===== src/include/gs_params.svh =====
// gauss-seidel solver constants
`ifndef GS_PARAMS_SVH
`define GS_PARAMS_SVH

// problem size
`define GS_N        16
`define GS_WORDS    18

// number formats
`define GS_COEF_W   16
`define GS_X_W      32
`define GS_FRAC     16

// limits and address widths
`define GS_MAX_ITER 16
`define GS_MEM_AW   10
`define GS_X_AW     9
`define GS_PROB_W   5
`define GS_IDX_W    4

`endif


===== src/source/gs_pkg.sv =====
// gauss-seidel shared types
`default_nettype none

`include "gs_params.svh"

package gs_pkg;

	typedef logic signed [`GS_COEF_W-1:0] coef_t;  // a_ij, b_i or 1/a_ii in Q0.16
	typedef logic signed [`GS_X_W-1:0]    fix_t;   // x in Q16.16

	// exact sum of 16 coef x fix products
	typedef logic signed [`GS_COEF_W+`GS_X_W+3:0] sum_t;

	typedef coef_t [`GS_N-1:0]         mem_word_t;
	typedef fix_t  [`GS_N-1:0]         x_vec_t;
	typedef logic  [`GS_IDX_W-1:0]     idx_t;

	typedef struct packed {
		logic                  rreq;
		logic [`GS_MEM_AW-1:0] addr;
	} mem_req_t;

	typedef struct packed {
		logic      vld;
		mem_word_t dout;
	} mem_rsp_t;

	typedef struct packed {
		logic                wen;
		logic [`GS_X_AW-1:0] addr;  // {problem, index}
		fix_t                data;
	} x_write_t;

	typedef struct packed {
		logic                valid;
		logic [`GS_X_AW-1:0] addr;
	} drain_t;

endpackage

`default_nettype wire


===== src/source/gs_row_update.sv =====
// x_i update with reciprocal scaling
`timescale 1ns/10ps
`default_nettype none

`include "gs_params.svh"

module gs_row_update (
	input  gs_pkg::sum_t  i_sum,
	input  gs_pkg::coef_t i_b,
	input  gs_pkg::coef_t i_inv,
	output gs_pkg::fix_t  o_x_new
);
	import gs_pkg::*;

	localparam int RES_W  = $bits(sum_t) + 1;
	localparam int PROD_W = RES_W + `GS_COEF_W;

	localparam fix_t FIX_MAX = {1'b0, {(`GS_X_W-1){1'b1}}};
	localparam fix_t FIX_MIN = {1'b1, {(`GS_X_W-1){1'b0}}};

	logic signed [RES_W-1:0]     b_ext;
	logic signed [RES_W-1:0]     resid;
	logic signed [PROD_W-1:0]    scaled;
	logic signed [PROD_W-1:0]    shifted;
	logic [PROD_W-`GS_X_W:0]     top;  // bits that must match the sign

	always_comb begin
		b_ext   = i_b;
		resid   = (b_ext <<< `GS_FRAC) - i_sum;  // b_i in Q.16 minus row sum
		scaled  = resid * i_inv;
		shifted = scaled >>> `GS_FRAC;
		top     = shifted[PROD_W-1:`GS_X_W-1];
	end

	// ------------------------------
	// saturate to 32 bits
	// ------------------------------
	always_comb begin
		if (&top || ~|top) begin
			o_x_new = shifted[`GS_X_W-1:0];
		end
		else if (shifted[PROD_W-1]) begin
			o_x_new = FIX_MIN;  // negative overflow
		end
		else begin
			o_x_new = FIX_MAX;
		end
	end

endmodule

`default_nettype wire


===== config.mk =====
export PLATFORM = sky130hd
export DESIGN_NAME = gs_row_update
export DESIGN_NICKNAME = d
export VERILOG_FILES = /design/src/source/gs_pkg.sv /design/src/source/gs_row_update.sv
export VERILOG_INCLUDE_DIRS = /design/src /design/src/include
export SDC_FILE = /design/constraint.sdc
export NUM_CORES = 2
export LEC_CHECK = 0
export BUFFER_PORTS_ARGS = -buffer_cell sky130_fd_sc_hd__buf_2
export CORE_MARGIN = 5
export CORE_UTILIZATION = 50
export DETAILED_ROUTE_END_ITERATION = 6
export PLACE_DENSITY_LB_ADDON = 0.1
export SLEW_MARGIN = 30
export SYNTH_ARGS = -nofsm -noshare
export SYNTH_HDL_FRONTEND = slang
export SYNTH_SLANG_ARGS = --single-unit
export TNS_END_PERCENT = 50

===== constraint.sdc =====
create_clock -name vclk -period 28
set_input_delay 7 -clock vclk [all_inputs]
set_output_delay 7 -clock vclk [all_outputs]
set_load 0.005 [all_outputs]

* Word-level counts from Yosys, hierarchy flattened *
Index checks and enable logic that the tools add are counted.

storage, ports and cells
  word-level logic and storage cells = 8
  output and inout bits = 32
  flip-flop bits (word level) = 0

cells by class
  $mul = 1
  muxes and demuxes = 2
  reduce and logical (&&, ||, !) cells = 4
  $add $sub $neg = 1

operators with widths
  cell               count
  $mul 53x16->69     1
  $mux 32            2
  $sub 32x52->53     1
  $reduce_and 22->1  1
  $reduce_or 22->1   1
  $logic_not 1->1    1
  $logic_or 1x1->1   1

* Logic depth before layout (Yosys ltp) *
  depth after elaboration = 6
  depth in mapped cells = 43
  depth with buffers taken out = 38

* Worst setup path before layout *
No wires, ideal clock.

  kind = input-to-output
  start = input i_sum[0]
  end = output o_x_new[10]
  required time = 21000 ps
  stages = 38
  path slack = 3829 ps
  arrival = 17171 ps
  cells stage by stage = buf_1 -> inv_1 -> ha_1 -> or4b_1 -> nor3_2 -> a31oi_1 -> o21ai_1 -> a221oi_1 -> o32ai_1 -> a221oi_1 -> or3_1 -> a21oi_1 -> a41o_1 -> o22ai_1 -> clkbuf_1 -> nand2_1 -> fa_1 -> inv_1 -> (+2 left out) -> fa_1 -> fa_1 -> fa_1 -> ha_1 -> clkbuf_1 -> a21oi_1 -> nand2_1 -> o32a_1 -> or4b_1 -> a311oi_1 -> nor2_1 -> xnor2_1 -> nand4_1 -> or4b_4 -> nor4b_4 -> a31oi_2 -> buf_6 -> mux2i_1

on the way
  cells in the longest elaborated chain, start to end = 6
  elaborated cells on any way between the ends = 8
  those cells by class = 1 x add/sub; 1 x mul; 2 x mux; 4 x reduce/logical

ends and longest elaborated chain
  item                RTL line             text
  start: declaration  gs_row_update.sv:8   input gs_pkg::sum_t i_sum,
  $sub 32x52->53 (*)  gs_row_update.sv:29  resid = (b_ext <<< `GS_FRAC) - i_sum;
  $mul 53x16->69 (*)  gs_row_update.sv:30  scaled = resid * i_inv;
  $reduce_or 22->1    gs_row_update.sv:39  if (&top || ~|top) begin
  $logic_not 1->1     gs_row_update.sv:39
  $logic_or 1x1->1    gs_row_update.sv:39
  $mux 32 (*)         gs_row_update.sv:39
  end: declaration    gs_row_update.sv:11  output gs_pkg::fix_t o_x_new

Mark *: on every way between the ends. The rest lies on a longest branch, timed or not.

* Worst setup path after layout *
  start = input i_sum[0]
  end = output o_x_new[14]

The elaborated chain is that of the path after synthesis.

==> impl_results.md <==
- Status: finished, final reports clean
- Post-Syn Area: 31,200 µm²
- Hold Worst Slack: 15.60 ns
- Pins Over Slew Limit: 0
- Most numerous cell in the Yosys netlist: inv_1
- Avg Cell Area, Syn: 8.42 µm²
- Vias in the first global route: 25,900
- Sequential-to-total area share from yosys stat: 0
- Top-level port count: 116
- Total wire length: 84,600 µm
- Headroom to the max-slew limit: 0.337
- Filler cells: 5,986
- Fmax achieved: 0.0376 GHz
- Vias per Instance: 5.35
- Via Count: 24,300
- Sum Neg Setup Slack: 0 ns
- DRC: 0
- CLK BUF: 0
- Global-route wire length before repair: 140,000 µm
- Total grt overflow: 0
- Largest net degree at the start of global routing: 55
- Fin area: 32,700 µm²
- Slew @ Worst Pin: 0.989 ns
- Final Critical Period: 26.58 ns
- Initial Util: 0.505
- FFs & Latches: 0
- Drt pass-1 iters: 5
- Hold Fails Final Rpt: 0
- Fin worst setup slack: 1.42 ns
- Multi-input gate area: 27,300 µm²
- CP peak stage delay: 0.66 ns
- Row Count: 91
- Top-area cell type share of the netlist area: 0.499
- # nets final: 4,754
- Critical Path Fanout Max: 25
- Die height: 260 µm
- CTS resizes: 0
- Area growth, synth to finish: 4.68%
- Synth top area cells: fa_1 (50%), inv_1 (10%), ha_1 (7.6%)
- Synth Net Count: 4,765
- Core area: 61,800 µm²
- Crit path buf inv count: 8
- Die width: 260 µm
- Starting DRT DRC Count: 1,411
- IO Port Bufs: 116
- Post-Place Worst Slack: 1.45 ns
- Sequential cell area: 0 µm²
- Initial antenna violation count: 2
- Dpl hpwl: 69,100 µm
- Ys Warns: 0
- WP data arrival: 19.58 ns
- Cell variety after synth: 76
- Post-Syn Instances: 3,712
- Crit-path most repeated cell: fa_1
- Post-synth top cells: inv_1 (863), fa_1 (779), nand2_1 (605)
- GP Congestion: 0.927
- Overall routing resource usage: 0.257
- Unrepaired setup endpoints after global routing: false
- Layout cells sized above 1: 0.0573
- Final setup vio count: 0
- Postcts setup bufs: 0
- Per-cell routed wire length: 18.7 µm
- Yosys top cell by area: fa_1
- ANT nets after route: 0
- Kind of critical path: input pin to primary output
- Slowest CP cell: nor3_4
- Crit start category: input pin
- HP Class: input pin to primary output
- Top delay family on crit path: simple AND/OR/NAND/NOR gates
- Placed Area: 32,700 µm²
- Max-Cap Viols: 0
- CP Data Required Time: 21.00 ns
- Endpoint type of the worst setup path: primary output
- Ratio of final minimum period to clock period: 0.949
- Hold buffer count at cts: 0
- Antenna diode count: 0
- Area of the die: 67,600 µm²
worst min-delay path, delay by kind of cell:
kind,cells,cell delay (ns)
and+or+nand+nor,2,0.25
AOI/OAI and AO/OA,2,0.70
buffers and inverters,2,0.32
muxes,1,0.13
xor gates and xnor gates,1,0.20
layer usage:
layer | routed length, µm | track usage
met1 | 37700 | 0.369
met2 | 39900 | 0.435
met3 | 5440 | 0.0292
met4 | 1610 | 0.0385
met5 | 0 | 0
through the flow:
stage	util	cells
4_1_cts	0.529	4536
3_5_place_dp	0.529	4536
6_report	0.529	4536
5_1_grt	0.529	4536
2_1_floorplan	-	3712
3_3_place_gp	0.529	4536
final timing paths:
kind,end,cells past startpoint,slack [ns],from
worst max-delay path,o_x_new[14],40,1.42,i_sum[0]
worst min-delay path,o_x_new[3],8,15.60,i_sum[0]
area by class of cell:
cell class                 instances  area share
multi-input combinational       2654       0.836
inverter                         864      0.0992
timing repair buffer             181      0.0327
tap                              837      0.0320
cells in the final DEF, fill, tap and decap left out, types with 26 or more instances in the layout:
cell type,instances
a21o_1,47
a21oi_1,106
and2_1,296
buf_2,115
buf_4,66
fa_1,779
ha_1,190
inv_1,863
mux2i_1,37
nand2_1,605
nand2b_1,29
nand4_1,35
nor2_1,114
nor3_1,26
o21ai_0,63
xnor2_1,59
xor2_1,34
cell families (layout without fill, tap and decap cells):
kind of cell,after synthesis,count (layout),synth area share
simple gates,1197,1197,0.183
xor+xnor,104,104,0.0294
compound gates,345,345,0.0716
buf+inv,1058,1045,0.129
mux,39,39,0.0126
fa+ha+maj,969,969,0.575
Power is not shown: default switching activity piles up to over one toggle a cycle in this logic, so the estimate is an artifact.
