===== src/include/gs_params.svh =====
// gauss-seidel solver constants
`ifndef GS_PARAMS_SVH
`define GS_PARAMS_SVH

// problem size
`define GS_N        16
`define GS_WORDS    18

// number formats
`define GS_COEF_W   16
`define GS_X_W      32
`define GS_FRAC     16

// limits and address widths
`define GS_MAX_ITER 16
`define GS_MEM_AW   10
`define GS_X_AW     9
`define GS_PROB_W   5
`define GS_IDX_W    4

`endif


===== src/source/gs_pkg.sv =====
// gauss-seidel shared types
`default_nettype none

`include "gs_params.svh"

package gs_pkg;

	typedef logic signed [`GS_COEF_W-1:0] coef_t;  // a_ij, b_i or 1/a_ii in Q0.16
	typedef logic signed [`GS_X_W-1:0]    fix_t;   // x in Q16.16

	// exact sum of 16 coef x fix products
	typedef logic signed [`GS_COEF_W+`GS_X_W+3:0] sum_t;

	typedef coef_t [`GS_N-1:0]         mem_word_t;
	typedef fix_t  [`GS_N-1:0]         x_vec_t;
	typedef logic  [`GS_IDX_W-1:0]     idx_t;

	typedef struct packed {
		logic                  rreq;
		logic [`GS_MEM_AW-1:0] addr;
	} mem_req_t;

	typedef struct packed {
		logic      vld;
		mem_word_t dout;
	} mem_rsp_t;

	typedef struct packed {
		logic                wen;
		logic [`GS_X_AW-1:0] addr;  // {problem, index}
		fix_t                data;
	} x_write_t;

	typedef struct packed {
		logic                valid;
		logic [`GS_X_AW-1:0] addr;
	} drain_t;

endpackage

`default_nettype wire


===== src/source/gs_param_store.sv =====
// per-problem reciprocal and b store
`timescale 1ns/10ps
`default_nettype none

module gs_param_store (
	input  logic              i_clk,
	input  logic              i_reset,
	input  logic              i_cap_inv,
	input  logic              i_cap_b,
	input  gs_pkg::mem_word_t i_word,
	input  gs_pkg::idx_t      i_row,
	output gs_pkg::coef_t     o_inv,
	output gs_pkg::coef_t     o_b
);
	import gs_pkg::*;

	mem_word_t inv_r;  // 1/a_ii per lane
	mem_word_t b_r;

	always_ff @(posedge i_clk or posedge i_reset) begin
		if (i_reset) begin
			inv_r <= '0;
			b_r   <= '0;
		end
		else begin
			if (i_cap_inv) inv_r <= i_word;
			if (i_cap_b)   b_r   <= i_word;
		end
	end

	// lane of the row being updated
	assign o_inv = inv_r[i_row];
	assign o_b   = b_r[i_row];

endmodule

`default_nettype wire


===== config.mk =====
export PLATFORM = sky130hd
export DESIGN_NAME = gs_param_store
export DESIGN_NICKNAME = d
export VERILOG_FILES = /design/src/source/gs_pkg.sv /design/src/source/gs_param_store.sv
export VERILOG_INCLUDE_DIRS = /design/src /design/src/include
export SDC_FILE = /design/constraint.sdc
export NUM_CORES = 1
export LEC_CHECK = 0
export ABC_AREA = 0
export BUFFER_PORTS_ARGS = -buffer_cell sky130_fd_sc_hd__buf_2
export CAP_MARGIN = 10
export CORE_MARGIN = 5
export CORE_UTILIZATION = 42
export CTS_CLUSTER_DIAMETER = 150
export DETAILED_ROUTE_END_ITERATION = 7
export PLACE_DENSITY = 0.64
export SETUP_SLACK_MARGIN = 0.4
export SYNTH_ARGS = -nofsm -noshare
export SYNTH_HDL_FRONTEND = slang
export SYNTH_SLANG_ARGS = --single-unit

===== constraint.sdc =====
create_clock -name i_clk -period 38.9 [get_ports i_clk]
set_input_delay 7.78 -clock i_clk [delete_from_list [all_inputs] [get_ports i_clk]]
set_output_delay 7.78 -clock i_clk [all_outputs]
set_load 0.02 [all_outputs]

### After elaboration in Yosys (flattened, before gate mapping)

Cells that the tools add are included.

* flip-flop bits (word level): 512
* input bits: 264
* output and inout bits: 32
* word-level logic and storage cells: 37

* magnitude comparators: 1
* mux-type cells: 4

Operators by type and width (number)
* $bmux 16 s4: 2
* $mux 16: 2
* $lt 4x5->1 const B: 1

### Longest topological paths before layout

* word-level depth: 2
* gate-level depth with buffers: 5
* depth with buffers taken out: 3

### Worst setup path before layout

OpenSTA, ideal clock, no wires.

* path kind: input-to-output
* start point: in i_row[0]
* end point: out o_b[10]
* data arrival time: 9.051 ns
* required time: 31.120 ns
* path slack: 22.069 ns
* stages: 5
* buffers on the path: 2
* cells stage by stage: buf_4 buf_2 mux4_2 a22oi_1 nand2_1

* cells in the longest elaborated chain, start to end: 2

Ends and longest elaborated chain
* start, declared: line gs_param_store.sv:11 `input gs_pkg::idx_t i_row,`
* $bmux 16 s4: line gs_param_store.sv:33 `assign o_b = b_r[i_row];`
* $mux 16 (not written as such): line gs_param_store.sv:33
* end, declared: line gs_param_store.sv:13 `output gs_pkg::coef_t o_b`

Every way passes these cells. The select of a mux whose other input is x is not followed.

### Worst setup path in the final report

* start point: in i_row[0]
* end point: out o_inv[5]

* cells in the longest elaborated chain, start to end: 2

Ends and longest elaborated chain
* $bmux 16 s4: line gs_param_store.sv:32 `assign o_inv = inv_r[i_row];`
* $mux 16 (not written as such): line gs_param_store.sv:32
* end, declared: line gs_param_store.sv:12 `output gs_pkg::coef_t o_inv,`

Every way passes these cells. The select of a mux whose other input is x is not followed.

==> impl_metrics.csv <==
group,metric,value,unit
setup_path,cp.arrival,11.22,ns
sta,tns,0,ns
floorplan,die_area,0.0585,mm²
setup_path,worst_setup_path_start_kind,"input port",
logic_synthesis,synth_xor_area_share,0,%
setup_path,path_delay_family,"buffers and inverters",
job,maxCapViolCount,0,
route,firstDrtPassIters,5,
setup_path,cp_cell_sequence,"clkbuf_8 > buf_4 > buf_4 > mux4_2 > a22oi_1 > nand2_1 > buf_2",
pwr,p_total,1370,µW
setup_path,reg2reg_from,"b_r[131]$_DFFE_PP0P_",
setup_path,crit_type,"input port to output pin",
clocking,cts_tree,"done",
logic_synthesis,synth.avg_cell_area,16.7,µm²
sta,tightest_slew,1.12,ns
floorplan,start_util,42.1,%
logic_synthesis,synth_fa_ha_area_share,0,%
clocking,clk_latency,0.62,ns
logic_synthesis,synth_area_leaders,"dfrtp_1, mux2_2, mux4_2, a22oi_1, buf_2",
floorplan,core-area,0.0536,mm²
sta,rsz0062_at_grt,"no",
global_route,grt-ovfl-total,0,
sta,fin_crit,19.00,ns
logic_synthesis,ys_types,14,
clocking,cts_max_level,2,
setup_path,ff2ff_path_depth,1,
floorplan,pin_count,296,
worst_hold_path,worstHoldPathCells,1,
route,vias_per_cell,5.61,
run_status,status,"finished clean",
global_route,antenna_found_initial,31,
floorplan,dieHeight,242,µm
logic_synthesis,netlist_area,0.0226,mm²
logic_synthesis,syn_inst,1352,
logic_synthesis,synth_top_family_by_area,"multiplexers",
sta,hold_ws,0.502,ns
clocking,hold_buffers,0,
logic_synthesis,synth_compound_area_share,2.13,%
setup_path,cp-end-kind,"output pin",
route,wl_per_cell,27.3,µm
sta,drv_slew,0,
setup_path,max_stage_delay,0.78,ns
worst_hold_path,min_to,"b_r[202]$_DFFE_PP0P_",
pwr,peakVddDrop,0.0359,mV
global_route,grt_max_degree,150,
setup_path,crit_buf_inv,4,
placement,dpl.hpwl,46.0,mm
logic_synthesis,syn_nets,1616,
clocking,clkTransAtPathRegs,0.06,ns
route,drcViolationCount,0,
setup_path,regToRegSetupSlack,38.10,ns
worst_hold_path,hp-class,"flip-flop to flip-flop",
pwr,p_leak,0.0113,µW
clocking,clk_path_buf_depth,3,
clocking,post_cts_resize_count,0,
sta,fin_crit_sh,48.8,%
pwr,power.density,51.4,mW/mm²
sta,fmax,52.6,MHz
clocking,cts_sinks,512,
final_layout,drive_above_1_share,63.0,%
clocking,cts_buffers,55,
sta,skew,0,ns
route,ant_nets,0,
global_route,grt_pass1_wl,97.3,mm
logic_synthesis,ys_seq_elements,512,
clocking,cts_root_buf,"clkbuf_16",
floorplan,num_rows,85,
logic_synthesis,muxShareOfSynthArea,38.3,%
placement,gp_congestion,0.806,
route,finalWirelength,64.7,mm
floorplan,die_x,242,µm
final_layout,fin_nets,1884,
final_layout,fill_cells,4531,
sta,hold_viol,0,
setup_path,cp_common_cell,"buf_4",
logic_synthesis,synth.largest_area_cell,"dfrtp_1",
setup_path,critical_path_peak_fanout,55,
setup_path,r2r-end,"b_r[131]$_DFFE_PP0P_",
logic_synthesis,yosysSeqAreaShare,56.7,%
final_layout,area_delta_synth_final,17.9,%
placement,io_buffers,295,
logic_synthesis,yosys_warnings,0,
logic_synthesis,synthSimpleGateAreaFrac,0.631,%
route,initialDrtViolationCount,676,
setup_path,cp_slowest_cell,"buf_4",
worst_hold_path,hp-start,"b_r[202]$_DFFE_PP0P_",
clocking,cts_setup_buffers,0,
sta,relSlewSlack,25.2,%
global_route,grt_pass1_vias,14500,
logic_synthesis,synth_top_area_share,56.7,%
sta,setup_viol,0,
global_route,grt_usage,21.9,%
route,vias,13300,
setup_path,worstPathRequired,31.12,ns
-- Yosys cell counts --
| cell | n |
|---|---|
| a22oi_1 | 64 |
| and2_1 | 1 |
| buf_1 | 12 |
| buf_2 | 53 |
| buf_4 | 6 |
| buf_6 | 6 |
| clkbuf_1 | 22 |
| dfrtp_1 | 512 |
| inv_1 | 1 |
| mux2_2 | 512 |
| mux4_2 | 128 |
| nand2_1 | 32 |
| nor2_1 | 1 |
| nor2b_1 | 2 |
-- worst max path at each step --
stage	startpoint	cells past startpoint	to	slack [ns]
2_1_floorplan	i_reset	1	b_r[0]$_DFFE_PP0P_	16.82
3_3_place_gp	i_row[0]	7	o_inv[5]	19.79
3_5_place_dp	i_row[0]	7	o_inv[5]	19.72
4_1_cts	i_row[0]	7	o_inv[5]	19.71
5_1_grt	i_row[0]	7	o_inv[5]	19.57
6_report	i_row[0]	7	o_inv[5]	19.90
-- flip-flops by register name, indices dropped and copies added, names as in the netlist --
name   count
inv_r    256
b_r      256
-- metal layers --
metal | track usage, % | vias to the layer above | share of wire (%)
met2 | 35.0 | 320 | 47
met1 | 30.5 | 7212 | 44
met5 | 0 | - | 0.12
li1 | - | 5662 | -
met4 | 5.59 | 12 | 2.6
met3 | 5.23 | 106 | 5.4
-- cells by family after synthesis --
| group | Yosys count |
|---|---|
| multiplexers | 640 |
| flip-flops | 512 |
| buffers and inverters | 100 |
| AO/OA/AOI/OAI | 64 |
| AND/OR/NAND/NOR | 36 |
-- where the power goes --
group | internal (µW) | switching [µW]
clock | 343 | 226
sequential | 586 | 28.1
combinational | 96.7 | 87.5
-- placed cells by master (no fill, tap or decap), drive strengths merged --
cell type / synthesis / routed
clkbuf: 22 / 72
nor2b: 2 / 2
mux4: 128 / 128
dfrtp: 512 / 512
mux2: 512 / 512
bufinv: 0 / 10
nor2: 1 / 1
clkinvlp: 0 / 3
a22oi: 64 / 64
nand2: 32 / 32
buf: 77 / 309
clkinv: 0 / 16
and2: 1 / 1
diode: 0 / 11
inv: 1 / 4
-- through the flow --
stage / util, % / instance area, µm² / std cells / setup WS (ns)
after CTS: 49.6 / 26600 / 2362 / 19.71
final: 49.7 / 26600 / 2373 / 19.90
after global placement: 45.9 / 24600 / 2259 / 19.79
after floorplan: - / 22600 / 1352 / 16.82
after detailed placement: 45.9 / 24600 / 2259 / 19.72
after global routing: 49.6 / 26600 / 2365 / 19.57
-- area by class of cell --
type	count	area, µm²	share of cell area (%)
flip-flops and latches	512	12800	48.1
multi-input cells	740	9280	34.9
repair buffers	310	1640	6.15
clock buffers	71	1520	5.70
well taps	696	871	3.27
clock inverters	32	468	1.76
diodes	11	27.5	0.103
inverters	1	11.3	0.0423
No activity file was read; power rests on OpenSTA's default activity.
