`config.mk`:
```
export PLATFORM = sky130hd
export DESIGN_NAME = gs_sequencer
export DESIGN_NICKNAME = d
export VERILOG_FILES = /design/src/source/gs_pkg.sv /design/src/source/gs_sequencer.sv
export VERILOG_INCLUDE_DIRS = /design/src /design/src/include
export SDC_FILE = /design/constraint.sdc
export NUM_CORES = 1
export LEC_CHECK = 0
export BUFFER_PORTS_ARGS = -buffer_cell sky130_fd_sc_hd__buf_2
export CAP_MARGIN = 10
export CELL_PAD_IN_SITES_DETAIL_PLACEMENT = 0
export CELL_PAD_IN_SITES_GLOBAL_PLACEMENT = 1
export CORE_ASPECT_RATIO = 1.4
export CORE_UTILIZATION = 45
export DETAILED_ROUTE_END_ITERATION = 16
export HOLD_SLACK_MARGIN = 0.03
export PLACE_DENSITY_LB_ADDON = 0.1
export SETUP_SLACK_MARGIN = 0.5
export SYNTH_ARGS = -nofsm -noshare
export SYNTH_HDL_FRONTEND = slang
export SYNTH_SLANG_ARGS = --single-unit
```
`constraint.sdc`:
```
create_clock -name i_clk -period 4.1 [get_ports i_clk]
set_clock_uncertainty 0.1 [all_clocks]
set_input_delay 0.205 -clock i_clk [delete_from_list [all_inputs] [get_ports i_clk]]
set_output_delay 0.205 -clock i_clk [all_outputs]
set_load 0.03 [all_outputs]
```
`src/include/gs_params.svh`:
```
// gauss-seidel solver constants
`ifndef GS_PARAMS_SVH
`define GS_PARAMS_SVH

// problem size
`define GS_N        16
`define GS_WORDS    18

// number formats
`define GS_COEF_W   16
`define GS_X_W      32
`define GS_FRAC     16

// limits and address widths
`define GS_MAX_ITER 16
`define GS_MEM_AW   10
`define GS_X_AW     9
`define GS_PROB_W   5
`define GS_IDX_W    4

`endif

```
`src/source/gs_pkg.sv`:
```
// gauss-seidel shared types
`default_nettype none

`include "gs_params.svh"

package gs_pkg;

	typedef logic signed [`GS_COEF_W-1:0] coef_t;  // a_ij, b_i or 1/a_ii in Q0.16
	typedef logic signed [`GS_X_W-1:0]    fix_t;   // x in Q16.16

	// exact sum of 16 coef x fix products
	typedef logic signed [`GS_COEF_W+`GS_X_W+3:0] sum_t;

	typedef coef_t [`GS_N-1:0]         mem_word_t;
	typedef fix_t  [`GS_N-1:0]         x_vec_t;
	typedef logic  [`GS_IDX_W-1:0]     idx_t;

	typedef struct packed {
		logic                  rreq;
		logic [`GS_MEM_AW-1:0] addr;
	} mem_req_t;

	typedef struct packed {
		logic      vld;
		mem_word_t dout;
	} mem_rsp_t;

	typedef struct packed {
		logic                wen;
		logic [`GS_X_AW-1:0] addr;  // {problem, index}
		fix_t                data;
	} x_write_t;

	typedef struct packed {
		logic                valid;
		logic [`GS_X_AW-1:0] addr;
	} drain_t;

endpackage

`default_nettype wire

```
`src/source/gs_sequencer.sv`:
```
// solver control sequencer
`timescale 1ns/10ps
`default_nettype none

`include "gs_params.svh"

module gs_sequencer (
	input  logic                  i_clk,
	input  logic                  i_reset,
	input  logic                  i_module_en,
	input  logic [`GS_PROB_W-1:0] i_matrix_num,
	input  logic                  i_mem_rrdy,
	input  logic                  i_mem_vld,
	input  logic                  i_changed,
	output gs_pkg::mem_req_t      o_mem_req,
	output logic                  o_cap_inv,
	output logic                  o_cap_b,
	output logic                  o_x_we,
	output logic                  o_sweep_start,
	output logic                  o_clear_x,
	output gs_pkg::idx_t          o_row,
	output gs_pkg::drain_t        o_drain,
	output logic                  o_proc_done
);
	import gs_pkg::*;

	localparam int MEM_AW   = `GS_MEM_AW;
	localparam int ITER_W   = $clog2(`GS_MAX_ITER + 1);
	localparam int ROW_BASE = 2;  // words 0 and 1 hold 1/a and b

	typedef enum logic [3:0] {
		IDLE, LOAD_INV, LOAD_B, ROW_REQ, ROW_WAIT, CALC, SWEEP_END, DRAIN, FINISH
	} state_t;

	state_t                 state_r, state_n;
	logic [`GS_PROB_W-1:0]  prob_r, prob_n;
	logic [MEM_AW-1:0]      base_r, base_n;   // problem * 18
	logic [ITER_W-1:0]      iter_r, iter_n;   // completed sweeps
	idx_t                   row_r, row_n;
	idx_t                   drain_r, drain_n;
	mem_req_t               req_r, req_n;
	logic                   done_r;
	logic                   stop;
	logic                   last_prob;

	assign stop      = !i_changed || (iter_r == ITER_W'(`GS_MAX_ITER));
	assign last_prob = (prob_r == i_matrix_num - 1'b1);

	// ------------------------------
	// next state and counters
	// ------------------------------
	always_comb begin
		state_n    = state_r;
		prob_n     = prob_r;
		base_n     = base_r;
		iter_n     = iter_r;
		row_n      = row_r;
		drain_n    = drain_r;
		req_n.rreq = req_r.rreq & ~i_mem_rrdy;  // drops after acceptance
		req_n.addr = req_r.addr;
		case (state_r)
			IDLE: if (i_module_en) begin
				state_n    = LOAD_INV;
				prob_n     = '0;
				base_n     = '0;
				req_n.rreq = 1'b1;
				req_n.addr = '0;
			end
			LOAD_INV: if (i_mem_vld) begin
				state_n    = LOAD_B;
				req_n.rreq = 1'b1;
				req_n.addr = base_r + MEM_AW'(1);
			end
			LOAD_B: if (i_mem_vld) begin
				state_n    = ROW_REQ;
				row_n      = '0;
				iter_n     = '0;
				req_n.rreq = 1'b1;
				req_n.addr = base_r + MEM_AW'(ROW_BASE);
			end
			ROW_REQ: if (i_mem_rrdy) state_n = ROW_WAIT;
			ROW_WAIT: if (i_mem_vld) state_n = CALC;  // row sum registered on this edge
			CALC: begin
				if (row_r == idx_t'(`GS_N - 1)) begin
					state_n = SWEEP_END;
					iter_n  = iter_r + 1'b1;
				end
				else begin
					state_n    = ROW_REQ;
					row_n      = row_r + 1'b1;
					req_n.rreq = 1'b1;
					req_n.addr = base_r + MEM_AW'(ROW_BASE) + MEM_AW'(row_r) + MEM_AW'(1);
				end
			end
			SWEEP_END: begin
				if (stop) begin
					state_n = DRAIN;
					drain_n = '0;
				end
				else begin
					state_n    = ROW_REQ;  // another sweep
					row_n      = '0;
					req_n.rreq = 1'b1;
					req_n.addr = base_r + MEM_AW'(ROW_BASE);
				end
			end
			DRAIN: begin
				drain_n = drain_r + 1'b1;
				if (drain_r == idx_t'(`GS_N - 1)) begin
					if (last_prob) begin
						state_n = FINISH;
					end
					else begin
						state_n    = LOAD_INV;
						prob_n     = prob_r + 1'b1;
						base_n     = base_r + MEM_AW'(`GS_WORDS);
						req_n.rreq = 1'b1;
						req_n.addr = base_r + MEM_AW'(`GS_WORDS);
					end
				end
			end
			FINISH: if (!i_module_en) state_n = IDLE;
			default: state_n = IDLE;
		endcase
	end

	always_ff @(posedge i_clk or posedge i_reset) begin
		if (i_reset) begin
			state_r <= IDLE;
			prob_r  <= '0;
			base_r  <= '0;
			iter_r  <= '0;
			row_r   <= '0;
			drain_r <= '0;
			req_r   <= '0;
			done_r  <= 1'b0;
		end
		else begin
			state_r <= state_n;
			prob_r  <= prob_n;
			base_r  <= base_n;
			iter_r  <= iter_n;
			row_r   <= row_n;
			drain_r <= drain_n;
			req_r   <= req_n;
			done_r  <= (state_r == FINISH) && i_module_en;  // held until enable drops
		end
	end

	// ------------------------------
	// strobes to the datapath
	// ------------------------------
	assign o_mem_req     = req_r;
	assign o_cap_inv     = (state_r == LOAD_INV) && i_mem_vld;
	assign o_cap_b       = (state_r == LOAD_B) && i_mem_vld;
	assign o_x_we        = (state_r == CALC);
	assign o_sweep_start = o_cap_b || ((state_r == SWEEP_END) && !stop);
	assign o_clear_x     = (state_r == LOAD_INV);  // x starts at zero
	assign o_row         = row_r;
	assign o_drain.valid = (state_r == DRAIN);
	assign o_drain.addr  = {prob_r, drain_r};
	assign o_proc_done   = done_r;

	// a stalled request keeps its address until the memory takes it
	assert property (@(posedge i_clk) disable iff (i_reset)
		req_r.rreq && !i_mem_rrdy |=> req_r.rreq && $stable(req_r.addr));

	// read data only while a word is awaited
	assert property (@(posedge i_clk) disable iff (i_reset)
		i_mem_vld |-> state_r inside {LOAD_INV, LOAD_B, ROW_WAIT});

endmodule

`default_nettype wire

```
# --- Word-level counts from Yosys, hierarchy flattened ---
# Cells that the tools add are included.
word_totals:
  in_bits: 11
  out_inout_bits: 31
  word_cells: 101
  regBits: 44
op_classes:
  n_addsub: 10
  mux: 36
  reduce_logical: 20
  n_eq_ne: 24
  n_bitwise: 2
ops:
  columns: ["operator", "count"]
  rows:
  - ["two-way mux 11 bit", 7]
  - ["case mux 11 bit (6 select lines)", 1]
  - ["two-way mux 4 bit", 12]
  - ["case mux 4 bit (9 select lines)", 1]
  - ["two-way mux 10 bit", 3]
  - ["two-way mux 5 bit", 5]
  - ["adder 10 x 1 -> 10 bit, second input constant", 2]
  - ["!= test 2 bit, second input constant", 10]
  - ["case mux 10 bit (2 select lines)", 1]
  - ["case mux 5 bit (2 select lines)", 2]
  - ["== test 4 x 3 -> 1 bit, second input constant", 4]
  - ["== test 4 bit, second input constant", 3]
  - ["case mux 4 bit (3 select lines)", 1]
  - ["adder 10 x 2 -> 10 bit, second input constant", 1]
  - ["adder 10 x 4 -> 10 bit", 1]
  - ["adder 10 x 5 -> 10 bit, second input constant", 1]
  - ["adder 5 x 1 -> 5 bit, second input constant", 2]
  - ["adder 4 x 1 -> 4 bit, second input constant", 2]
  - ["== test 4 x 2 -> 1 bit, second input constant", 2]
  - ["case mux 4 bit (2 select lines)", 1]
  - ["AND reduction 4 bit", 2]
  - ["AND reduction 8 bit", 1]
  - ["AND reduction 7 bit", 1]
  - ["two-way mux 3 bit", 2]
  - ["other kinds (16)", 24]

# --- Depth between registers and ports, before layout ---
# Gate-level depths: netlist (run 1).
logic_depth:
  depth_word: 5
  mapped_depth: 10
  depth_no_buf: 9

# --- Worst setup path before layout (run 1) ---
# Ideal clock, no wire load.
synth_path:
  path_kind: "register -> register"
  from: "register base_r[2]"
  to: "register req_r, in the netlist o_mem_req[9]"
  path_stages_with_launch: 9
  arrival_ns: 2.198
  period_less_slack_ns: 2.383
  required_ns: 3.914
  n_path_buf: 0
  setup_ns: 0.086
  setup_slack_ns: 1.717
  cell_sequence: "dfrtp_1 ha_1 xor2_1 ha_1 o21ai_0 o21bai_2 nand2b_4 or4_1 a32oi_1"
synth_between:
  elab_chain_cells: 5
  elab_cells_between_ends: 12
  cone_classes: "add/sub: 5; mux: 7"
synth_lines:
  columns: ["element", "line", "rtl"]
  rows:
  - ["start: declaration", "gs_sequencer.sv:37", "logic [MEM_AW-1:0] base_r, base_n;"]
  - ["start signal: assignment", "gs_sequencer.sv:141", "base_r <= base_n;"]
  - ["adder 10 x 2 -> 10 bit", "gs_sequencer.sv:79, gs_sequencer.sv:92, gs_sequencer.sv:104", null]
  - ["adder 10 x 4 -> 10 bit", "gs_sequencer.sv:92", "req_n.addr = base_r + MEM_AW'(ROW_BASE) + MEM_AW'(row_r) + MEM_AW'(1);"]
  - ["adder 10 x 1 -> 10 bit", "gs_sequencer.sv:92", null]
  - ["two-way mux 11 bit", "gs_sequencer.sv:84", "if (row_r == idx_t'(`GS_N - 1)) begin"]
  - ["case mux 11 bit (6 select lines) (*)", "gs_sequencer.sv:61", "case (state_r)"]
  - ["end signal: assignment", "gs_sequencer.sv:145", "req_r <= req_n;"]
  - ["end: declaration", "gs_sequencer.sv:41", "mem_req_t req_r, req_n;"]
# Every way passes the cells marked *; elsewhere a longest branch is shown, timed or not. The select of a mux whose other input is x is not followed.
# A chain may end at the register's enable or synchronous reset.

# --- Worst setup path in the final report (run 1) ---
layout_path:
  from: "register base_r[1]"
  to: "register req_r, in the netlist o_mem_req[9]"
# The elaborated chain is that of the path after synthesis.

==> results of run 1 <==
[how the worst max path moves through the flow]
stage / from / endpoint / slack (ns) / cells past startpoint
after detailed placement: i_matrix_num[0] / base_r[6] / 1.36 / 8
after global routing: base_r[1] / o_mem_req[9] / 1.13 / 8
final: base_r[1] / o_mem_req[9] / 1.32 / 8
after floorplan: base_r[2] / o_mem_req[9] / 1.72 / 8
after CTS: base_r[1] / o_mem_req[9] / 1.33 / 8
after global placement: base_r[1] / o_mem_req[9] / 1.41 / 8
[cell usage in the layout, fill, tap and decap left out, types with 3 or more instances in the layout]
cell type,netlist,final
sky130_fd_sc_hd__dfrtp_1,43,43
sky130_fd_sc_hd__buf_2,7,41
sky130_fd_sc_hd__nand2_1,39,39
sky130_fd_sc_hd__a21oi_1,22,22
sky130_fd_sc_hd__o21ai_0,21,21
sky130_fd_sc_hd__nor2_1,19,19
sky130_fd_sc_hd__nand3_1,16,16
sky130_fd_sc_hd__inv_1,15,14
sky130_fd_sc_hd__o21ai_1,12,12
sky130_fd_sc_hd__xor2_1,11,11
sky130_fd_sc_hd__xnor2_1,11,11
sky130_fd_sc_hd__ha_1,11,11
sky130_fd_sc_hd__o31ai_1,7,7
sky130_fd_sc_hd__or3_1,7,7
sky130_fd_sc_hd__nand2b_1,6,6
sky130_fd_sc_hd__nand4_1,6,6
sky130_fd_sc_hd__nor3_1,5,5
sky130_fd_sc_hd__clkbuf_8,0,5
sky130_fd_sc_hd__nor2b_1,4,4
sky130_fd_sc_hd__inv_2,3,3
sky130_fd_sc_hd__a21o_1,3,3
sky130_fd_sc_hd__and3_1,3,3
sky130_fd_sc_hd__a31oi_1,3,3
sky130_fd_sc_hd__o211ai_1,3,3
[synth_stat cells (2+ instances only)]
cell                        instances
sky130_fd_sc_hd__nor3_1             5
sky130_fd_sc_hd__buf_6              2
sky130_fd_sc_hd__a22oi_1            2
sky130_fd_sc_hd__o211ai_1           3
sky130_fd_sc_hd__o21bai_1           2
sky130_fd_sc_hd__buf_4              5
sky130_fd_sc_hd__inv_1             15
sky130_fd_sc_hd__nand2b_1           6
sky130_fd_sc_hd__o31ai_1            7
sky130_fd_sc_hd__o21ai_0           21
sky130_fd_sc_hd__nand4b_1           2
sky130_fd_sc_hd__nand2_1           39
sky130_fd_sc_hd__dfrtp_1           43
sky130_fd_sc_hd__o2bb2ai_1          2
sky130_fd_sc_hd__a211oi_2           2
sky130_fd_sc_hd__nand4_1            6
sky130_fd_sc_hd__nor2b_1            4
sky130_fd_sc_hd__xor2_1            11
sky130_fd_sc_hd__nor2_1            19
sky130_fd_sc_hd__a21o_1             3
sky130_fd_sc_hd__nand3_1           16
sky130_fd_sc_hd__a221o_1            2
sky130_fd_sc_hd__inv_2              3
sky130_fd_sc_hd__o21ai_1           12
sky130_fd_sc_hd__nor3b_1            2
sky130_fd_sc_hd__mux2_1             2
sky130_fd_sc_hd__a22o_1             2
sky130_fd_sc_hd__clkbuf_1           3
sky130_fd_sc_hd__and2_1             2
sky130_fd_sc_hd__buf_2              7
sky130_fd_sc_hd__xnor2_1           11
sky130_fd_sc_hd__a21oi_1           22
sky130_fd_sc_hd__ha_1              11
sky130_fd_sc_hd__a31oi_1            3
sky130_fd_sc_hd__or3_1              7
sky130_fd_sc_hd__o311ai_0           2
sky130_fd_sc_hd__and3_1             3
sky130_fd_sc_hd__a32oi_1            2
[routing by layer]
metal / vias to the layer above / global-route usage
li1: 1328 / -
met1: 1295 / 0.297
met2: 59 / 0.409
met3: 10 / 0.0355
met4: 0 / 0.0709
met5: - / 0
[through the flow]
step | util | cells
finish | 0.511 | 453
detailed placement | 0.497 | 445
global route | 0.511 | 453
CTS | 0.511 | 453
global placement | 0.497 | 445
floorplan | - | 347
[critical path: cells and delay by family, from the launching register on]
kind,cells,cell delay [ns]
flip-flops,1,0.51
XOR/XNOR,1,0.19
AO/OA/AOI/OAI,3,0.58
AND/OR/NAND/NOR,2,0.62
adder cells (fa/ha/maj),2,0.69
[power groups by stage]
stage	sequential (µW)	combinational, µW	clock (µW)
after detailed placement	640	836	0
after CTS	633	837	263
after global placement	638	824	0
after global routing	657	920	273
final	635	830	254
after floorplan	707	561	0
[logic make-up (layout without fill, tap and decap cells)]
family	after synthesis	count (layout)	synth area share
AND/OR/NAND/NOR	124	124	0.218
buffers and inverters	36	68	0.0615
adder cells (fa/ha/maj)	12	12	0.0513
AO/OA/AOI/OAI	107	107	0.246
multiplexers	3	3	0.0106
flip-flops	43	43	0.350
XOR/XNOR	22	22	0.0627
[layout make-up]
cell class	instances	area (µm²)	share of cell area
flip-flops and latches	43	1080	0.320
inverters	18	67.6	0.0201
repair buffers	44	233	0.0693
clock buffers	6	72.6	0.0216
well taps	74	92.6	0.0276
multi-input cells	268	1820	0.541
[sequential cells by signal, summed over array words and instances (netlist names)]
| name | cells |
|---|---|
| base_r | 9 |
| drain_r | 4 |
| iter_r | 5 |
| o_mem_req | 11 |
| o_proc_done | 1 |
| o_row | 4 |
| prob_r | 5 |
| state_r | 4 |
[what timing repair did]
action                    4_1_cts  5_1_grt
hold endpoints to repair       44        0
hold buffers                    2        0
setup buffers                   0        0
==> out/metrics.yaml, run 1 <==
worst_setup_path:
  rr_endpoint: "o_mem_req[9]"
  path_cells: "ha_1 -> xor2_1 -> ha_1 -> o21ai_0 -> o21bai_2 -> nand2b_4 -> or4_1 -> a32oi_1"
  regToRegSetupSlack_ns: 1.32
  cpMaxStageDelayCell: "sky130_fd_sc_hd__or4_1"
  crit_type: "reg -> reg"
  arrival_ns: 2.88
  crit_path_most_repeated_cell: "sky130_fd_sc_hd__ha_1"
  crit_required_ns: 4.21
  reg2reg_from: "base_r[1]"
  worstRegToRegCells: 8
  worst_setup_path_end_kind: "register"
  cp_max_fo: 12
  critical_path.max_stage_delay_ns: 0.52
  setup.worst_path.start_class: "register"
worst_hold_path:
  worst_hold_path.endpoint: "o_proc_done"
  timing.hold.worst_path_depth: 3
  worstHoldStart: "i_module_en"
  holdCritPathClass: "in -> reg"
floorplanning:
  placeableCoreArea_mm2: 0.00657
  rows: 35
  fp.dieW_um: 71.8
  start_util: 0.468
  chipHeight_um: 99.8
  die_footprint_mm2: 0.00716
  io_pins: 42
detailed_routing:
  top_layer_used: "met4"
  m1WireLength_um: 3420
  detailroute.wirelength.met3_um: 243
  route.detailed.drc: 0
  drt_pre_antenna_iters: 4
  met2RoutedLength_um: 4020
  vias: 2692
  drt_first_iter_violations: 124
  drt_wl_total_um: 7810
  routed_via_density: 5.94
  post_drt_wl_per_cell_um: 17.2
  antenna_left: 0
grt:
  grt_remaining_overflow: 0
  wire_length_of_the_first_global_routing_pass_um: 13100
  grt_usage: 0.235
  vias_in_the_first_global_route: 2584
  antenna_found_initial: 0
  grt_max_degree: 44
pwr:
  pwr_density_cell_mw_per_mm2: 511
  sum_of_internal_switching_and_leakage_power_uw: 1720
  clkPwrFrac: 0.148
  power.share.sequential: 0.369
  combPwrFrac: 0.483
  power_switching_uw: 812
  p_leak_uw: 0.00153
  vdd.ir_drop.worst_uv: 301
  power.share.switching: 0.473
  cell_internal_pwr_uw: 906
clock_tree:
  clkLatencyLatePin_ns: 0.30
  clk_path_buf_depth: 2
  tritoncts: "built"
  cts-root-buf: "sky130_fd_sc_hd__clkbuf_8"
  post_cts.resized_instances: 0
  cts_htree_levels: 2
  path_clk_slew_ns: 0.08
  numClockSinks: 43
  numCtsBuffers: 5
place:
  port_buffers: 41
  dpl_cell_area_mm2: 0.00327
  detailedPlace.worstSlack_ns: 1.36
  hpwl_reported_at_the_end_of_detailed_placement_um: 5720
  replace_congestion: 0.799
layout:
  stdcell_area_mm2: 0.00336
  final.fill_count: 642
  finish.net_count: 403
  num_antenna_cells: 0
  syn2layout_area_growth_pct: 9.37
  drive_gt1_frac: 0.172
synthesis:
  proportion_of_synthesized_flip_flops_having_asynchronous_set_or_reset: 1.00
  syn_nets: 370
  mapped_avg_cell_area_um2: 8.85
  most_used_flip_flop_cell_after_synthesis: "sky130_fd_sc_hd__dfrtp_1"
  yosysSeqAreaShare: 0.350
  post_synth_instance_area_mm2: 0.00307
  post_synth_main_area_contributors: "sky130_fd_sc_hd__dfrtp_1, sky130_fd_sc_hd__nand2_1, sky130_fd_sc_hd__ha_1"
  ys_warn_count: 0
  post_synth_inst_count: 347
  ys_ff_latch: 43
  synth_cell_type_count: 74
  post-synth-top-area-cell: "sky130_fd_sc_hd__dfrtp_1"
  yosys.area.top_type_share: 0.350
  synth_enable_flop_cells: 0
sta:
  fraction_of_the_cycle_the_final_worst_path_needs: 0.677
  highest_clock_frequency_the_design_can_meet_mhz: 360
  report.final.setup_viol: 0
  worstMarginPinSlew_ns: 1.02
  final_hold_violating_endpoints: 0
  timing.hold.ws_ns: 0.170
  timing.final.crit_period_ns: 2.78
  grt_setup_unrepaired: "no"
  fin_tns_setup_ns: 0
  slew_headroom: 0.318
  final_max_slew_viol_count: 0
  post-route-worst-setup-slack_ns: 1.32
flow_run:
  maxCapViolCount: 0
status:
  status: "finished clean"
(Power assumes the default switching activity.)
==> inputs of run 2 (changes only) <==
Settings changed: ABC_AREA from default to 1, CORE_UTILIZATION 45 to 38.
Clock period 4.1 ns to 2.5 ns, I/O delays scaled along.
==> run 2 against run 1 <==
  * Cell area up 14%
  * Global-route usage down 2.1 points
  * Final cell count up 34%
  * Clock power up 97%
  * First-iteration DRC count up 8.1%
  * Hold slack worse by 0.091 ns
  * Critical path depth up 2
  * Via count up 15%
  * Fmax up 43%
  * Largest power group unchanged
==> out/metrics.yaml, run 2 <==
synthesis:
  mapped_avg_cell_area_um2: 7.04
  synth_enable_flop_cells: 0
  yosysSeqAreaShare: 0.341
  ys_ff_latch: 43
  ys_warn_count: 0
  most_used_flip_flop_cell_after_synthesis: "sky130_fd_sc_hd__dfrtp_1"
  post_synth_instance_area_mm2: 0.00315
  syn_nets: 471
  synth_cell_type_count: 38
  proportion_of_synthesized_flip_flops_having_asynchronous_set_or_reset: 1.00
  post_synth_main_area_contributors: "sky130_fd_sc_hd__dfrtp_1, sky130_fd_sc_hd__nand2_1, sky130_fd_sc_hd__nand3_1"
  yosys.area.top_type_share: 0.341
  ys_top_cells_by_count: "sky130_fd_sc_hd__nand2_1, sky130_fd_sc_hd__inv_1, sky130_fd_sc_hd__nand3_1, sky130_fd_sc_hd__dfrtp_1, sky130_fd_sc_hd__nor2_1"
  post-synth-top-area-cell: "sky130_fd_sc_hd__dfrtp_1"
  synth.most_common_cell: "sky130_fd_sc_hd__nand2_1"
  post_synth_inst_count: 448
layout:
  layout.cells.non_filler: 608
  mostFrequentLayoutCell: "sky130_fd_sc_hd__nand2_1"
  syn2layout_area_growth_pct: 21.0
  largest_reg_flops: 11
  finish.net_count: 530
  drive_gt1_frac: 0.268
  num_antenna_cells: 0
  layout_common_cells: "sky130_fd_sc_hd__nand2_1, sky130_fd_sc_hd__inv_1, sky130_fd_sc_hd__nand3_1"
pwr:
  vdd.ir_drop.worst_uv: 534
  combPwrFrac: 0.504
  power_switching_uw: 1380
  p_leak_uw: 0.00193
  cell_internal_pwr_uw: 1500
  pwr_density_cell_mw_per_mm2: 755
  clkPwrFrac: 0.174
  power.share.switching: 0.479
  power.share.sequential: 0.322
grt:
  vias_in_the_first_global_route: 3003
  grt_remaining_overflow: 0
  grt_usage: 0.214
  wire_length_of_the_first_global_routing_pass_um: 14400
  grt_busiest_layer: "met2"
  gr-usage-met1: 0.261
  global_route.usage.met2: 0.374
  grt.met3_usage: 0.0299
  grt_max_degree: 44
  antenna_found_initial: 0
clock_tree:
  cts_htree_levels: 2
  cts-root-buf: "sky130_fd_sc_hd__clkbuf_8"
  clkLatencyLatePin_ns: 0.30
  numCtsBuffers: 5
  numClockSinks: 43
  path_clk_slew_ns: 0.08
  clk_path_buf_depth: 2
  tritoncts: "built"
worst_setup_path:
  worst_setup_path_end_kind: "register"
  cp_max_fo: 5
  worstRegToRegCells: 10
  regToRegSetupSlack_ns: 0.56
  crit_type: "reg -> reg"
  reg2reg_from: "base_r[2]"
  rr_endpoint: "o_mem_req[8]"
  crit_required_ns: 2.58
  worst_setup_path_startpoint: "base_r[2]"
  arrival_ns: 2.03
  crit_path_end: "o_mem_req[8]"
  setup.worst_path.start_class: "register"
floorplanning:
  die_footprint_mm2: 0.00867
  io_pins: 42
  rows: 38
  placeableCoreArea_mm2: 0.00789
  start_util: 0.399
  chipHeight_um: 110
  fp.dieW_um: 79.0
detailed_routing:
  drt_wl_total_um: 8540
  route.detailed.drc: 0
  vias: 3097
  routed_via_density: 5.09
  drt_first_iter_violations: 134
  drt_pre_antenna_iters: 4
  antenna_left: 0
  post_drt_wl_per_cell_um: 14.0
sta:
  slew_headroom: 0.352
  grt_setup_unrepaired: "yes"
  worstMarginPinSlew_ns: 0.971
  highest_clock_frequency_the_design_can_meet_mhz: 514
  timing.final.crit_period_ns: 1.94
  fin_tns_setup_ns: 0
  fraction_of_the_cycle_the_final_worst_path_needs: 0.778
  final_hold_violating_endpoints: 0
  final_max_slew_viol_count: 0
  report.final.setup_viol: 0
place:
  hpwl_reported_at_the_end_of_detailed_placement_um: 6250
  replace_congestion: 0.898
  numPlacedInstances: 583
  port_buffers: 41
flow_run:
  maxCapViolCount: 0
worst_hold_path:
  holdCritPathClass: "in -> reg"
status:
  status: "finished clean"
==> run 2: cell types whose count changed after synthesis, sizes merged, moves of 6 or more <==
cell    previous run  this run
or3                7         0
xnor2             11         4
nand2b             7         0
o31ai              7         0
nor2              19        44
a21oi             23        15
buf               15         7
nand2             40       135
nand4              6        18
xor2              11         5
nand3             16        46
inv               18        65
==> run 2: area by class of cell <==
class,count,area (µm²)
Timing Repair Buffer,58,340
Sequential cell,43,1080
Tap cell,100,125
Multi-Input combinational cell,334,1920
Fill cell,838,4080
Clock buffer,8,100
Inverter,65,246
==> run 2: timing repair <==
| action | CTS | global route |
|---|---|---|
| pin swaps | 2 | 10 |
| resized for setup | 13 | 25 |
| setup endpoints to repair | 7 | 28 |
| hold endpoints to repair | 44 | 0 |
| buffers inserted | 3 | 11 |
| gates cloned | 0 | 1 |
| hold buffers | 2 | 0 |
==> run 2: metal layers <==
layer	vias up	wire length, µm
met2	67	4300
met5	-	0
met4	0	257
met3	17	272
met1	1437	3710
li1	1576	-
==> run 2: power groups by stage <==
stage / clock network (µW) / registers (µW) / logic, µW
after global placement: 0 / 938 / 1330
final: 500 / 928 / 1450
after CTS: 528 / 926 / 1350
after floorplan: 0 / 1050 / 920
after detailed placement: 0 / 940 / 1330
after global routing: 551 / 944 / 1630
==> run 2: logic make-up (layout without fill, tap and decap cells) <==
group                      count (synthesis)  after routing  synth area share
buffers and inverters                     72            131            0.0940
AOI/OAI and AO/OA                         54             54             0.101
and+or+nand+nor                          258            259             0.389
xor gates and xnor gates                   9              9            0.0250
adders and majority gates                 12             12            0.0500
DFF                                       43             43             0.341
==> run 2: worst min path at each step <==
stage | from | end | slack, ns | cells past startpoint
3_3_place_gp | i_reset | prob_r[0] | 0.31 | 2
6_report | i_mem_rrdy | o_mem_req[10] | 0.08 | 4
3_5_place_dp | i_module_en | o_proc_done | 0.31 | 3
2_1_floorplan | i_module_en | o_proc_done | 0.18 | 2
5_1_grt | i_mem_rrdy | o_mem_req[10] | 0.12 | 4
4_1_cts | i_mem_rrdy | o_mem_req[10] | 0.06 | 4
==> run 2: worst max-delay path, stage by stage (launching register included) <==
cell and delay (ns):
sky130_fd_sc_hd__dfrtp_2 0.46, sky130_fd_sc_hd__ha_4 0.18, sky130_fd_sc_hd__nor2_2 0.13, sky130_fd_sc_hd__nor2_4 0.07
sky130_fd_sc_hd__ha_4 0.28, sky130_fd_sc_hd__and3_4 0.19, sky130_fd_sc_hd__nor2_4 0.05, sky130_fd_sc_hd__nor2_4 0.10
sky130_fd_sc_hd__nand4_1 0.09, sky130_fd_sc_hd__nand3_1 0.10, sky130_fd_sc_hd__nand4_1 0.07
==> run 2: stage by stage <==
step                hold slack [ns]  area, µm²  power [µW]   util  worst slack, ns
floorplan                     0.177       3160        1970      -            0.525
global placement              0.312       3450        2260  0.437            0.402
finish                       0.0792       3820        2880  0.484            0.555
detailed placement            0.307       3450        2260  0.437            0.354
CTS                          0.0604       3650        2800  0.463            0.509
global route                  0.124       3820        3120  0.484            0.459
